$ cat src/source/mgmt_regs_pkg.sv
package mgmt_regs_pkg;

	//////////////////////////////////////////////////
	// Bus and datapath sizes

	// Host bus
	localparam int ADDR_W				= 16;
	localparam int DATA_W				= 8;

	// Crossbar
	localparam int NUM_CHANNELS			= 12;
	localparam int MUXSEL_W				= 4;
	localparam int CHAN_IDX_W			= $clog2(NUM_CHANNELS);

	// Relays sit on the top output channels
	localparam int NUM_RELAYS			= 4;
	localparam int RELAY_FIRST_CHANNEL	= 8;

	// Two LED bits per channel, pushed one byte at a time
	localparam int LED_W				= 24;
	localparam int NUM_LED_BYTES		= LED_W / DATA_W;

	// Device information sizes in bytes
	localparam int NUM_IDCODE_BYTES		= 4;
	localparam int NUM_SERIAL_BYTES		= 8;

	localparam int SENSOR_W				= 16;

	//////////////////////////////////////////////////
	// Shared types

	typedef logic [ADDR_W-1:0]				mgmt_addr_t;
	typedef logic [DATA_W-1:0]				mgmt_byte_t;
	typedef logic [SENSOR_W-1:0]			sensor_word_t;
	typedef logic [MUXSEL_W-1:0]			muxsel_t;
	typedef logic [$clog2(NUM_RELAYS)-1:0]	relay_idx_t;
	typedef logic [LED_W-1:0]				led_state_t;

	//////////////////////////////////////////////////
	// Register map

	// Device info, MSB first
	localparam mgmt_addr_t REG_FPGA_IDCODE		= 16'h0000;
	localparam mgmt_addr_t REG_FPGA_SERIAL		= 16'h0004;

	// Sensors, low byte at the even address
	localparam mgmt_addr_t REG_FAN0_RPM			= 16'h0010;
	localparam mgmt_addr_t REG_FAN1_RPM			= 16'h0012;
	localparam mgmt_addr_t REG_DIE_TEMP			= 16'h0014;
	localparam mgmt_addr_t REG_VOLT_CORE		= 16'h0016;
	localparam mgmt_addr_t REG_VOLT_RAM			= 16'h0018;
	localparam mgmt_addr_t REG_VOLT_AUX			= 16'h001a;

	// Front panel shifter
	localparam mgmt_addr_t REG_FRONT_CTRL		= 16'h0050;		// bit 0 = CS# level
	localparam mgmt_addr_t REG_FRONT_DATA		= 16'h0051;
	localparam mgmt_addr_t REG_FRONT_STAT		= 16'h0052;		// bit 0 = busy
	localparam mgmt_addr_t REG_FRONT_LED_0		= 16'h0053;		// LED_1, LED_2 follow

	// Relay controller
	localparam mgmt_addr_t REG_RELAY_TOGGLE		= 16'h0070;		// 1:0 = channel
	localparam mgmt_addr_t REG_RELAY_TOGGLE_1	= 16'h0071;		// 7 = direction, 1 = in
	localparam mgmt_addr_t REG_RELAY_STAT		= 16'h0072;
	localparam mgmt_addr_t REG_RELAY_STAT_1		= 16'h0073;		// bit 0 = busy

	// One selector per channel from here up
	localparam mgmt_addr_t REG_MUXSEL_BASE		= 16'h00f0;

endpackage
$ cat src/source/trigger_mgmt_top.sv
`timescale 1ns/1ps

module trigger_mgmt_top
	import mgmt_regs_pkg::*;
(
	input  logic							clk,
	input  logic							reset,

	// Host read
	input  logic							rd_en,
	input  mgmt_addr_t						rd_addr,
	output logic							rd_valid,
	output mgmt_byte_t						rd_data,

	// Host write
	input  logic							wr_en,
	input  mgmt_addr_t						wr_addr,
	input  mgmt_byte_t						wr_data,

	// Device information
	input  logic							die_serial_valid,
	input  logic [NUM_SERIAL_BYTES*8-1:0]	die_serial,
	input  logic							idcode_valid,
	input  logic [NUM_IDCODE_BYTES*8-1:0]	idcode,

	// Sensors
	input  sensor_word_t					fan0_rpm,
	input  sensor_word_t					fan1_rpm,
	input  sensor_word_t					die_temp,
	input  sensor_word_t					volt_core,
	input  sensor_word_t					volt_ram,
	input  sensor_word_t					volt_aux,

	// Relays
	output logic							relay_en,
	output logic							relay_dir,
	output relay_idx_t						relay_channel,
	input  logic							relay_done,

	// Indicators and crossbar
	input  logic [NUM_CHANNELS-1:0]			trig_in_led,
	input  logic [NUM_CHANNELS-1:0]			trig_out_led,
	output muxsel_t [NUM_CHANNELS-1:0]		muxsel,

	// Front panel shifter
	output logic							front_shift_en,
	output mgmt_byte_t						front_shift_data,
	input  logic							front_shift_done,
	output logic							front_cs_n
);

	//////////////////////////////////////////////////
	// Internal strobes and status

	mgmt_byte_t					wr_byte;
	logic						relay_chan_wr;
	logic						relay_toggle_wr;
	logic						front_ctrl_wr;
	logic						front_data_wr;
	logic						led_push_wr;
	logic [1:0]					led_push_sel;
	logic						relay_busy;
	logic [NUM_RELAYS-1:0]		relay_state_vec;
	logic						front_busy;

	// Write decode and selector bank
	mgmt_write_decoder u_write (
		.clk				(clk),
		.reset				(reset),
		.wr_en				(wr_en),
		.wr_addr			(wr_addr),
		.wr_data			(wr_data),
		.muxsel				(muxsel),
		.wr_byte			(wr_byte),
		.relay_chan_wr		(relay_chan_wr),
		.relay_toggle_wr	(relay_toggle_wr),
		.front_ctrl_wr		(front_ctrl_wr),
		.front_data_wr		(front_data_wr),
		.led_push_wr		(led_push_wr),
		.led_push_sel		(led_push_sel)
	);

	relay_control u_relay (
		.clk				(clk),
		.reset				(reset),
		.wr_byte			(wr_byte),
		.relay_chan_wr		(relay_chan_wr),
		.relay_toggle_wr	(relay_toggle_wr),
		.relay_en			(relay_en),
		.relay_channel		(relay_channel),
		.relay_dir			(relay_dir),
		.relay_done			(relay_done),
		.relay_busy			(relay_busy),
		.relay_state_vec	(relay_state_vec)
	);

	front_panel_control u_front (
		.clk				(clk),
		.reset				(reset),
		.wr_byte			(wr_byte),
		.front_ctrl_wr		(front_ctrl_wr),
		.front_data_wr		(front_data_wr),
		.led_push_wr		(led_push_wr),
		.led_push_sel		(led_push_sel),
		.trig_in_led		(trig_in_led),
		.trig_out_led		(trig_out_led),
		.relay_state_vec	(relay_state_vec),
		.front_cs_n			(front_cs_n),
		.front_shift_en		(front_shift_en),
		.front_shift_data	(front_shift_data),
		.front_shift_done	(front_shift_done),
		.front_busy			(front_busy)
	);

	// Read path
	mgmt_read_mux u_read (
		.clk				(clk),
		.reset				(reset),
		.rd_en				(rd_en),
		.rd_addr			(rd_addr),
		.rd_valid			(rd_valid),
		.rd_data			(rd_data),
		.idcode_valid		(idcode_valid),
		.idcode				(idcode),
		.die_serial_valid	(die_serial_valid),
		.die_serial			(die_serial),
		.fan0_rpm			(fan0_rpm),
		.fan1_rpm			(fan1_rpm),
		.die_temp			(die_temp),
		.volt_core			(volt_core),
		.volt_ram			(volt_ram),
		.volt_aux			(volt_aux),
		.relay_busy			(relay_busy),
		.front_busy			(front_busy)
	);

endmodule

$ cat src/source/mgmt_read_mux.sv
`timescale 1ns/1ps

module mgmt_read_mux
	import mgmt_regs_pkg::*;
(
	input  logic							clk,
	input  logic							reset,

	// Host read port
	input  logic							rd_en,
	input  mgmt_addr_t						rd_addr,
	output logic							rd_valid,
	output mgmt_byte_t						rd_data,

	// Device information
	input  logic							idcode_valid,
	input  logic [NUM_IDCODE_BYTES*8-1:0]	idcode,
	input  logic							die_serial_valid,
	input  logic [NUM_SERIAL_BYTES*8-1:0]	die_serial,

	// Sensors
	input  sensor_word_t					fan0_rpm,
	input  sensor_word_t					fan1_rpm,
	input  sensor_word_t					die_temp,
	input  sensor_word_t					volt_core,
	input  sensor_word_t					volt_ram,
	input  sensor_word_t					volt_aux,

	// Controller status
	input  logic							relay_busy,
	input  logic							front_busy
);

	//////////////////////////////////////////////////
	// Device info decode

	mgmt_addr_t		idcode_off;
	mgmt_addr_t		serial_off;
	logic			in_idcode;
	logic			in_serial;
	logic			wait_info;

	assign idcode_off	= rd_addr - REG_FPGA_IDCODE;
	assign serial_off	= rd_addr - REG_FPGA_SERIAL;
	assign in_idcode	= idcode_off < mgmt_addr_t'(NUM_IDCODE_BYTES);
	assign in_serial	= serial_off < mgmt_addr_t'(NUM_SERIAL_BYTES);

	// Hold off until the addressed group is valid
	assign wait_info	= (in_idcode && !idcode_valid) || (in_serial && !die_serial_valid);

	//////////////////////////////////////////////////
	// Sensor decode

	sensor_word_t	sensor_word;
	logic			sensor_hit;

	// Even address of the pair picks the word
	always_comb begin
		sensor_hit	= 1'b1;
		case ({rd_addr[ADDR_W-1:1], 1'b0})
			REG_FAN0_RPM:	sensor_word = fan0_rpm;
			REG_FAN1_RPM:	sensor_word = fan1_rpm;
			REG_DIE_TEMP:	sensor_word = die_temp;
			REG_VOLT_CORE:	sensor_word = volt_core;
			REG_VOLT_RAM:	sensor_word = volt_ram;
			REG_VOLT_AUX:	sensor_word = volt_aux;
			default: begin
				sensor_word	= '0;
				sensor_hit	= 1'b0;
			end
		endcase
	end

	//////////////////////////////////////////////////
	// Byte select

	mgmt_byte_t		rd_byte;

	always_comb begin
		if (in_idcode) begin
			// Inverted offset gives MSB first
			rd_byte	= idcode[{~idcode_off[1:0], 3'b000} +: DATA_W];
		end
		else if (in_serial) begin
			rd_byte	= die_serial[{~serial_off[2:0], 3'b000} +: DATA_W];
		end
		else if (sensor_hit) begin
			// Low byte first
			rd_byte	= rd_addr[0] ? sensor_word[15:8] : sensor_word[7:0];
		end
		else begin
			// Relay stat low byte and unmapped addresses read zero
			case (rd_addr)
				REG_FRONT_STAT:		rd_byte = {{(DATA_W-1){1'b0}}, front_busy};
				REG_RELAY_STAT_1:	rd_byte = {{(DATA_W-1){1'b0}}, relay_busy};
				default:			rd_byte = '0;
			endcase
		end
	end

	//////////////////////////////////////////////////
	// Read sequencing

	logic			reading;

	always_ff @(posedge clk) begin
		if (reset) begin
			reading		<= 1'b0;
			rd_valid	<= 1'b0;
			rd_data		<= '0;
		end
		else begin
			rd_valid	<= 1'b0;

			if (rd_en)
				reading	<= 1'b1;

			// Complete now unless device info is still pending
			if ((rd_en || reading) && !wait_info) begin
				reading		<= 1'b0;
				rd_valid	<= 1'b1;
				rd_data		<= rd_byte;
			end
		end
	end

endmodule

$ cat src/source/front_panel_control.sv
`timescale 1ns/1ps

module front_panel_control
	import mgmt_regs_pkg::*;
(
	input  logic							clk,
	input  logic							reset,

	// Decoded host writes
	input  mgmt_byte_t						wr_byte,
	input  logic							front_ctrl_wr,
	input  logic							front_data_wr,
	input  logic							led_push_wr,
	input  logic [1:0]						led_push_sel,

	// Indicator sources
	input  logic [NUM_CHANNELS-1:0]			trig_in_led,
	input  logic [NUM_CHANNELS-1:0]			trig_out_led,
	input  logic [NUM_RELAYS-1:0]			relay_state_vec,

	// Shifter interface
	output logic							front_cs_n,
	output logic							front_shift_en,
	output mgmt_byte_t						front_shift_data,
	input  logic							front_shift_done,
	output logic							front_busy
);

	//////////////////////////////////////////////////
	// LED state

	led_state_t	led_state;
	mgmt_byte_t	led_byte;

	always_comb begin
		// Input LEDs go out in reverse channel order
		for (int i = 0; i < NUM_CHANNELS; i++)
			led_state[NUM_CHANNELS+i]	= trig_in_led[NUM_CHANNELS-1-i];
		led_state[NUM_CHANNELS-1:0]		= trig_out_led;

		// Relay in input mode, keep its output LED dark
		for (int k = 0; k < NUM_RELAYS; k++) begin
			if (relay_state_vec[k])
				led_state[RELAY_FIRST_CHANNEL+k]	= 1'b0;
		end
	end

	// Byte picked by the push register
	always_comb begin
		case (led_push_sel)
			2'd0:		led_byte = led_state[0*DATA_W +: DATA_W];
			2'd1:		led_byte = led_state[1*DATA_W +: DATA_W];
			default:	led_byte = led_state[2*DATA_W +: DATA_W];
		endcase
	end

	//////////////////////////////////////////////////
	// Shifter control

	always_ff @(posedge clk) begin
		if (reset) begin
			front_cs_n		<= 1'b1;
			front_shift_en	<= 1'b0;
			front_busy		<= 1'b0;
		end
		else begin
			front_shift_en	<= front_data_wr || led_push_wr;

			if (front_ctrl_wr)
				front_cs_n	<= wr_byte[0];

			// Busy from launch until the shifter reports done
			if (front_shift_done)
				front_busy	<= 1'b0;
			if (front_shift_en)
				front_busy	<= 1'b1;
		end
	end

	// Shift payload, qualified by front_shift_en
	always_ff @(posedge clk) begin
		if (front_data_wr)
			front_shift_data	<= wr_byte;
		else if (led_push_wr)
			front_shift_data	<= led_byte;
	end

endmodule

$ cat src/source/relay_control.sv
`timescale 1ns/1ps

module relay_control
	import mgmt_regs_pkg::*;
(
	input  logic							clk,
	input  logic							reset,

	// Decoded host writes
	input  mgmt_byte_t						wr_byte,
	input  logic							relay_chan_wr,
	input  logic							relay_toggle_wr,

	// Relay driver handshake
	output logic							relay_en,
	output relay_idx_t						relay_channel,
	output logic							relay_dir,
	input  logic							relay_done,

	// Status
	output logic							relay_busy,
	output logic [NUM_RELAYS-1:0]			relay_state_vec
);

	//////////////////////////////////////////////////
	// Command issue and state tracking

	always_ff @(posedge clk) begin
		if (reset) begin
			relay_en		<= 1'b0;
			relay_channel	<= '0;
			relay_dir		<= 1'b0;
			relay_busy		<= 1'b0;
			relay_state_vec	<= '0;
		end
		else begin
			relay_en		<= 1'b0;

			// Channel is latched ahead of the toggle
			if (relay_chan_wr)
				relay_channel	<= wr_byte[$bits(relay_idx_t)-1:0];

			// Toggle fires the command, not held off while busy
			if (relay_toggle_wr) begin
				relay_dir		<= wr_byte[DATA_W-1];
				relay_en		<= 1'b1;
			end

			// Set wins over a coincident done
			if (relay_done)
				relay_busy		<= 1'b0;
			if (relay_en)
				relay_busy		<= 1'b1;

			// Remember direction, 1 = input mode
			if (relay_en)
				relay_state_vec[relay_channel]	<= relay_dir;
		end
	end

endmodule

$ cat src/source/mgmt_write_decoder.sv
`timescale 1ns/1ps

module mgmt_write_decoder
	import mgmt_regs_pkg::*;
(
	input  logic							clk,
	input  logic							reset,

	// Host write port
	input  logic							wr_en,
	input  mgmt_addr_t						wr_addr,
	input  mgmt_byte_t						wr_data,

	// Crossbar selectors
	output muxsel_t [NUM_CHANNELS-1:0]		muxsel,

	// Command strobes to the controllers
	output mgmt_byte_t						wr_byte,
	output logic							relay_chan_wr,
	output logic							relay_toggle_wr,
	output logic							front_ctrl_wr,
	output logic							front_data_wr,
	output logic							led_push_wr,
	output logic [1:0]						led_push_sel
);

	//////////////////////////////////////////////////
	// Address offsets into the ranged blocks

	mgmt_addr_t	led_offset;
	mgmt_addr_t	mux_offset;
	logic		mux_hit;

	// Wraps around for addresses below the base
	assign led_offset	= wr_addr - REG_FRONT_LED_0;
	assign mux_offset	= wr_addr - REG_MUXSEL_BASE;

	// Upper four selector slots are not backed by registers
	assign mux_hit		= wr_en && (mux_offset < mgmt_addr_t'(NUM_CHANNELS));

	//////////////////////////////////////////////////
	// Command strobes, valid only in the wr_en cycle

	assign wr_byte			= wr_data;

	// Relay
	assign relay_chan_wr	= wr_en && (wr_addr == REG_RELAY_TOGGLE);
	assign relay_toggle_wr	= wr_en && (wr_addr == REG_RELAY_TOGGLE_1);

	// Front panel raw access
	assign front_ctrl_wr	= wr_en && (wr_addr == REG_FRONT_CTRL);
	assign front_data_wr	= wr_en && (wr_addr == REG_FRONT_DATA);

	// LED pushes, one per byte of LED state
	assign led_push_wr		= wr_en && (led_offset < mgmt_addr_t'(NUM_LED_BYTES));
	assign led_push_sel		= led_offset[1:0];

	//////////////////////////////////////////////////
	// Selector bank

	always_ff @(posedge clk) begin
		if (reset) begin
			muxsel	<= '0;
		end
		else if (mux_hit) begin
			// Low address nibble picks the channel
			muxsel[mux_offset[CHAN_IDX_W-1:0]]	<= wr_data[MUXSEL_W-1:0];
		end
	end

endmodule

$ cat config.mk
export PLATFORM = sky130hd
export DESIGN_NAME = trigger_mgmt_top
export DESIGN_NICKNAME = d
export VERILOG_FILES = /design/src/source/mgmt_regs_pkg.sv /design/src/source/trigger_mgmt_top.sv /design/src/source/mgmt_read_mux.sv /design/src/source/front_panel_control.sv /design/src/source/relay_control.sv /design/src/source/mgmt_write_decoder.sv
export SDC_FILE = /design/constraint.sdc
export NUM_CORES = 1
export LEC_CHECK = 0
export BUFFER_PORTS_ARGS = -buffer_cell sky130_fd_sc_hd__buf_2
export CORE_MARGIN = 5
export CORE_UTILIZATION = 30
export DETAILED_ROUTE_END_ITERATION = 8
export GPL_TIMING_DRIVEN = 0
export PLACE_DENSITY = 0.68
export SLEW_MARGIN = 30
export SYNTH_ARGS = -nofsm -noshare
export SYNTH_HDL_FRONTEND = slang
export SYNTH_SLANG_ARGS = --single-unit
$ cat constraint.sdc
create_clock -name clk -period 2.5 [get_ports clk]
set_input_delay 0.375 -clock clk [delete_from_list [all_inputs] [get_ports clk]]
set_output_delay 0.375 -clock clk [all_outputs]
set_load 0.03 [all_outputs]
==> impl_metrics.json <==
{
  "status": "complete, no violations",
  "grt_use_total_pct": 20.18,
  "r2r_start": "u_relay.relay_busy$_SDFFE_PP0P_",
  "syn_avg_cell_area_sq_um": 9.163,
  "grt_overflow": 0,
  "antenna_found_initial": 2,
  "min_from": "wr_data[7]",
  "synth-edff-count": 8,
  "r2r-end": "u_read.rd_data[0]$_SDFFE_PP0P_",
  "netlist_instances": 591,
  "ant_nets": 0,
  "arrival_ns": 2.69,
  "drt_iter0_markers": 356,
  "grt_pass1_vias": 5629,
  "synth_top_area_share_pct": 25.88,
  "synth.top_cells.by_area": "dfxtp_1, mux2i_1, mux4_2",
  "cts_tree": "built",
  "fp-row-count": 49,
  "portBuffers": 329,
  "clkSinkCount": 78,
  "path_max_fanout": 15,
  "clk_pin_slew_worst_paths_ns": 0.06,
  "p_leak_nw": 3.932,
  "yosysSeqAreaShare_pct": 30.31,
  "hold_buffers": 0,
  "fmax_mhz": 417.5,
  "yosysTopAreaCell": "dfxtp_1",
  "initial_core_util_pct": 30.35,
  "slew_viol_final": 0,
  "synthTopCellsByCount": "mux2i_1, nor2_1, dfxtp_1",
  "final_core_util_pct": 43.24,
  "yosysWarnings": 0,
  "drive_above_1_share_pct": 44.49,
  "powerDensity_mw_per_mm2": 429.2,
  "gp_congestion": 0.9383,
  "die_y_um": 144.4,
  "vdd_ir_drop_max_uv": 624.3,
  "holdWs_ns": 0.3067,
  "final.min_clock_period_ns": 2.395,
  "tightest_slew_ns": 0.7574,
  "critPathSlowestCell": "or4_4",
  "grt_max_degree": 17,
  "crit_chain": "clkbuf_4 -> inv_2 -> ha_1 -> or3b_4 -> or4_4 -> nor2_4 -> a31oi_1 -> a21oi_4 -> a22o_1",
  "drc_errors": 0,
  "grt_pass1_wl_um": 32020,
  "cts_buffers": 9,
  "synth_ff_type": "dfxtp_1",
  "synthArstFlopShare_pct": 0,
  "synth_nets": 862,
  "hold_class": "in2reg",
  "dr.pass1.iters": 5,
  "nNetsFinal": 1201,
  "skew_ns": 0.004711,
  "via_count": 5975,
  "reg2reg_depth": 6,
  "end_kind": "flip-flop",
  "cts_max_level": 3,
  "die_w_um": 144.4,
  "insertion_delay_ns": 0.34,
  "wl_per_cell_um": 19.73,
  "syn_area_sq_mm": 0.005415,
  "synth.distinct_cells": 61,
  "die_area_sq_mm": 0.02084,
  "io_pins": 335,
  "setup_viol": 0,
  "start_kind": "primary input",
  "hold_depth": 3,
  "hold_end": "u_relay.relay_dir$_SDFFE_PP0P_",
  "cts_setup_buffers": 0,
  "wl_um": 22970,
  "yosysMostFrequentCell": "mux2i_1",
  "hold_violations": 0,
  "post-route-period-util_pct": 95.81,
  "area_delta_synth_final_pct": 42.47,
  "cts-root-buf": "clkbuf_16",
  "worst_ep_required_time_ns": 2.79,
  "cts.path.max_buffers": 2,
  "vias_per_cell": 5.133,
  "synth_seq_cells": 78,
  "critPathKind": "in2reg",
  "rsz0062_at_grt": "false",
  "slew_headroom_pct": 49.51,
  "coreArea_sq_mm": 0.01784,
  "drv_cap": 0,
  "insertedDiodeCount": 0,
  "max_stage_delay_ns": 0.57,
  "hpwlAfterDp_um": 19220,
  "regToRegSetupSlack_ns": 0.85
}
placed cells by master (no fill, tap or decap), drive strengths merged, types with 3 or more instances in the layout:
cell,netlist,routed
clkbuf,20,31
o311ai,7,7
mux4,25,25
mux2i,103,103
nor4b,3,3
o22ai,14,14
xnor2,3,3
a22o,7,7
nor2b,7,7
nor3,13,13
nand2,29,29
a21oi,19,19
nor2,98,98
nand4,7,7
ha,7,7
mux2,9,9
o31ai,4,4
buf,20,346
nand3,23,23
a22oi,5,5
and3,4,4
dfxtp,70,70
edfxtp,8,8
inv,14,20
or3,4,4
a31oi,7,7
nor4,11,11
nor3b,3,3
o21ai,21,21
registers in the layout, indices dropped and copies added, names as in the netlist:
name                      count
u_front.front_shift_data      8
u_front.front_busy            1
u_front.front_cs_n            1
u_relay.relay_en              1
u_relay.relay_channel         2
u_read.rd_valid               1
u_front.front_shift_en        1
u_read.reading                1
u_write.muxsel               48
u_relay.relay_busy            1
u_relay.relay_dir             1
u_read.rd_data                8
u_relay.relay_state_vec       4
report_power, final:
part / internal (W) / switching [W] / total [W]
combinational: 0.000332 / 0.000337 / 0.000669
sequential: 0.00127 / 0.000000765 / 0.00127
clock: 0.000798 / 0.000577 / 0.00137
total: 0.00240 / 0.000915 / 0.00331
routing by layer:
metal,track usage (%),wire (um),share of wire (%),vias up
met1,29.31,10220,44,2841
met3,4.001,1687,7.3,16
met2,31.09,10780,47,231
li1,-,-,-,2887
met5,0,0,0,-
met4,4.369,284,1.2,0
logic make-up (layout without fill, tap and decap cells):
group	Yosys count	in the layout	synth area share [%]
AO/OA/AOI/OAI	97	97	12.36
XOR/XNOR	5	5	0.8088
adder cells (fa/ha/maj)	7	7	1.617
multiplexers	137	137	31.31
buffers and inverters	54	398	4.320
AND/OR/NAND/NOR	213	213	19.27
flip-flops	78	78	30.31
how the worst max path moves through the flow:
stage	from	endpoint	slack (ns)	depth (start not counted)
global placement	rd_addr[2]	u_read.rd_data[0]$_SDFFE_PP0P_	-0.65	10
CTS	rd_addr[2]	u_read.rd_data[2]$_SDFFE_PP0P_	0.03	9
global route	rd_addr[2]	u_read.rd_data[3]$_SDFFE_PP0P_	0.02	9
floorplan	rd_addr[2]	u_read.rd_data[1]$_SDFFE_PP0P_	0.08	9
finish	rd_addr[2]	u_read.rd_data[2]$_SDFFE_PP0P_	0.10	9
detailed placement	rd_addr[2]	u_read.rd_data[0]$_SDFFE_PP0P_	-0.67	10
metrics by stage:
step	setup TNS, ns	setup WS [ns]	cell area, sq um	power [W]	std cells
after floorplan	0	0.07589	5420	0.001620	591
after CTS	0	0.02602	7684	0.003348	1164
after global placement	-9.819	-0.6531	7353	0.001949	1149
final	0	0.1048	7715	0.003311	1164
after global routing	0	0.02294	7715	0.003461	1164
after detailed placement	-9.554	-0.6715	7353	0.001955	1149
area by class of cell:
type / count / area, sq um
Multi-Input combinational cell: 459 / 3596
Inverter: 14 / 52.55
Timing Repair Buffer: 329 / 1649
Clock buffer: 9 / 225.2
Sequential cell: 78 / 1642
Fill cell: 1803 / 10130
Tap cell: 229 / 286.5
Clock inverter: 7 / 85.08
Buffer: 39 / 178.9
critical path, delay by kind of cell:
| kind | cells | cell delay [ns] |
|---|---|---|
| fa+ha+maj | 1 | 0.22 |
| simple gates | 3 | 1.14 |
| compound gates | 3 | 0.59 |
| buf+inv | 2 | 0.36 |
what timing repair did:
action / CTS / global route
hold endpoints to repair: 0 / 0
gates cloned: 0 / 0
pin swaps: 1 / 1
resized for setup: 4 / 10
setup endpoints to repair: 17 / 24
No activity file was read; power rests on OpenSTA's default activity.
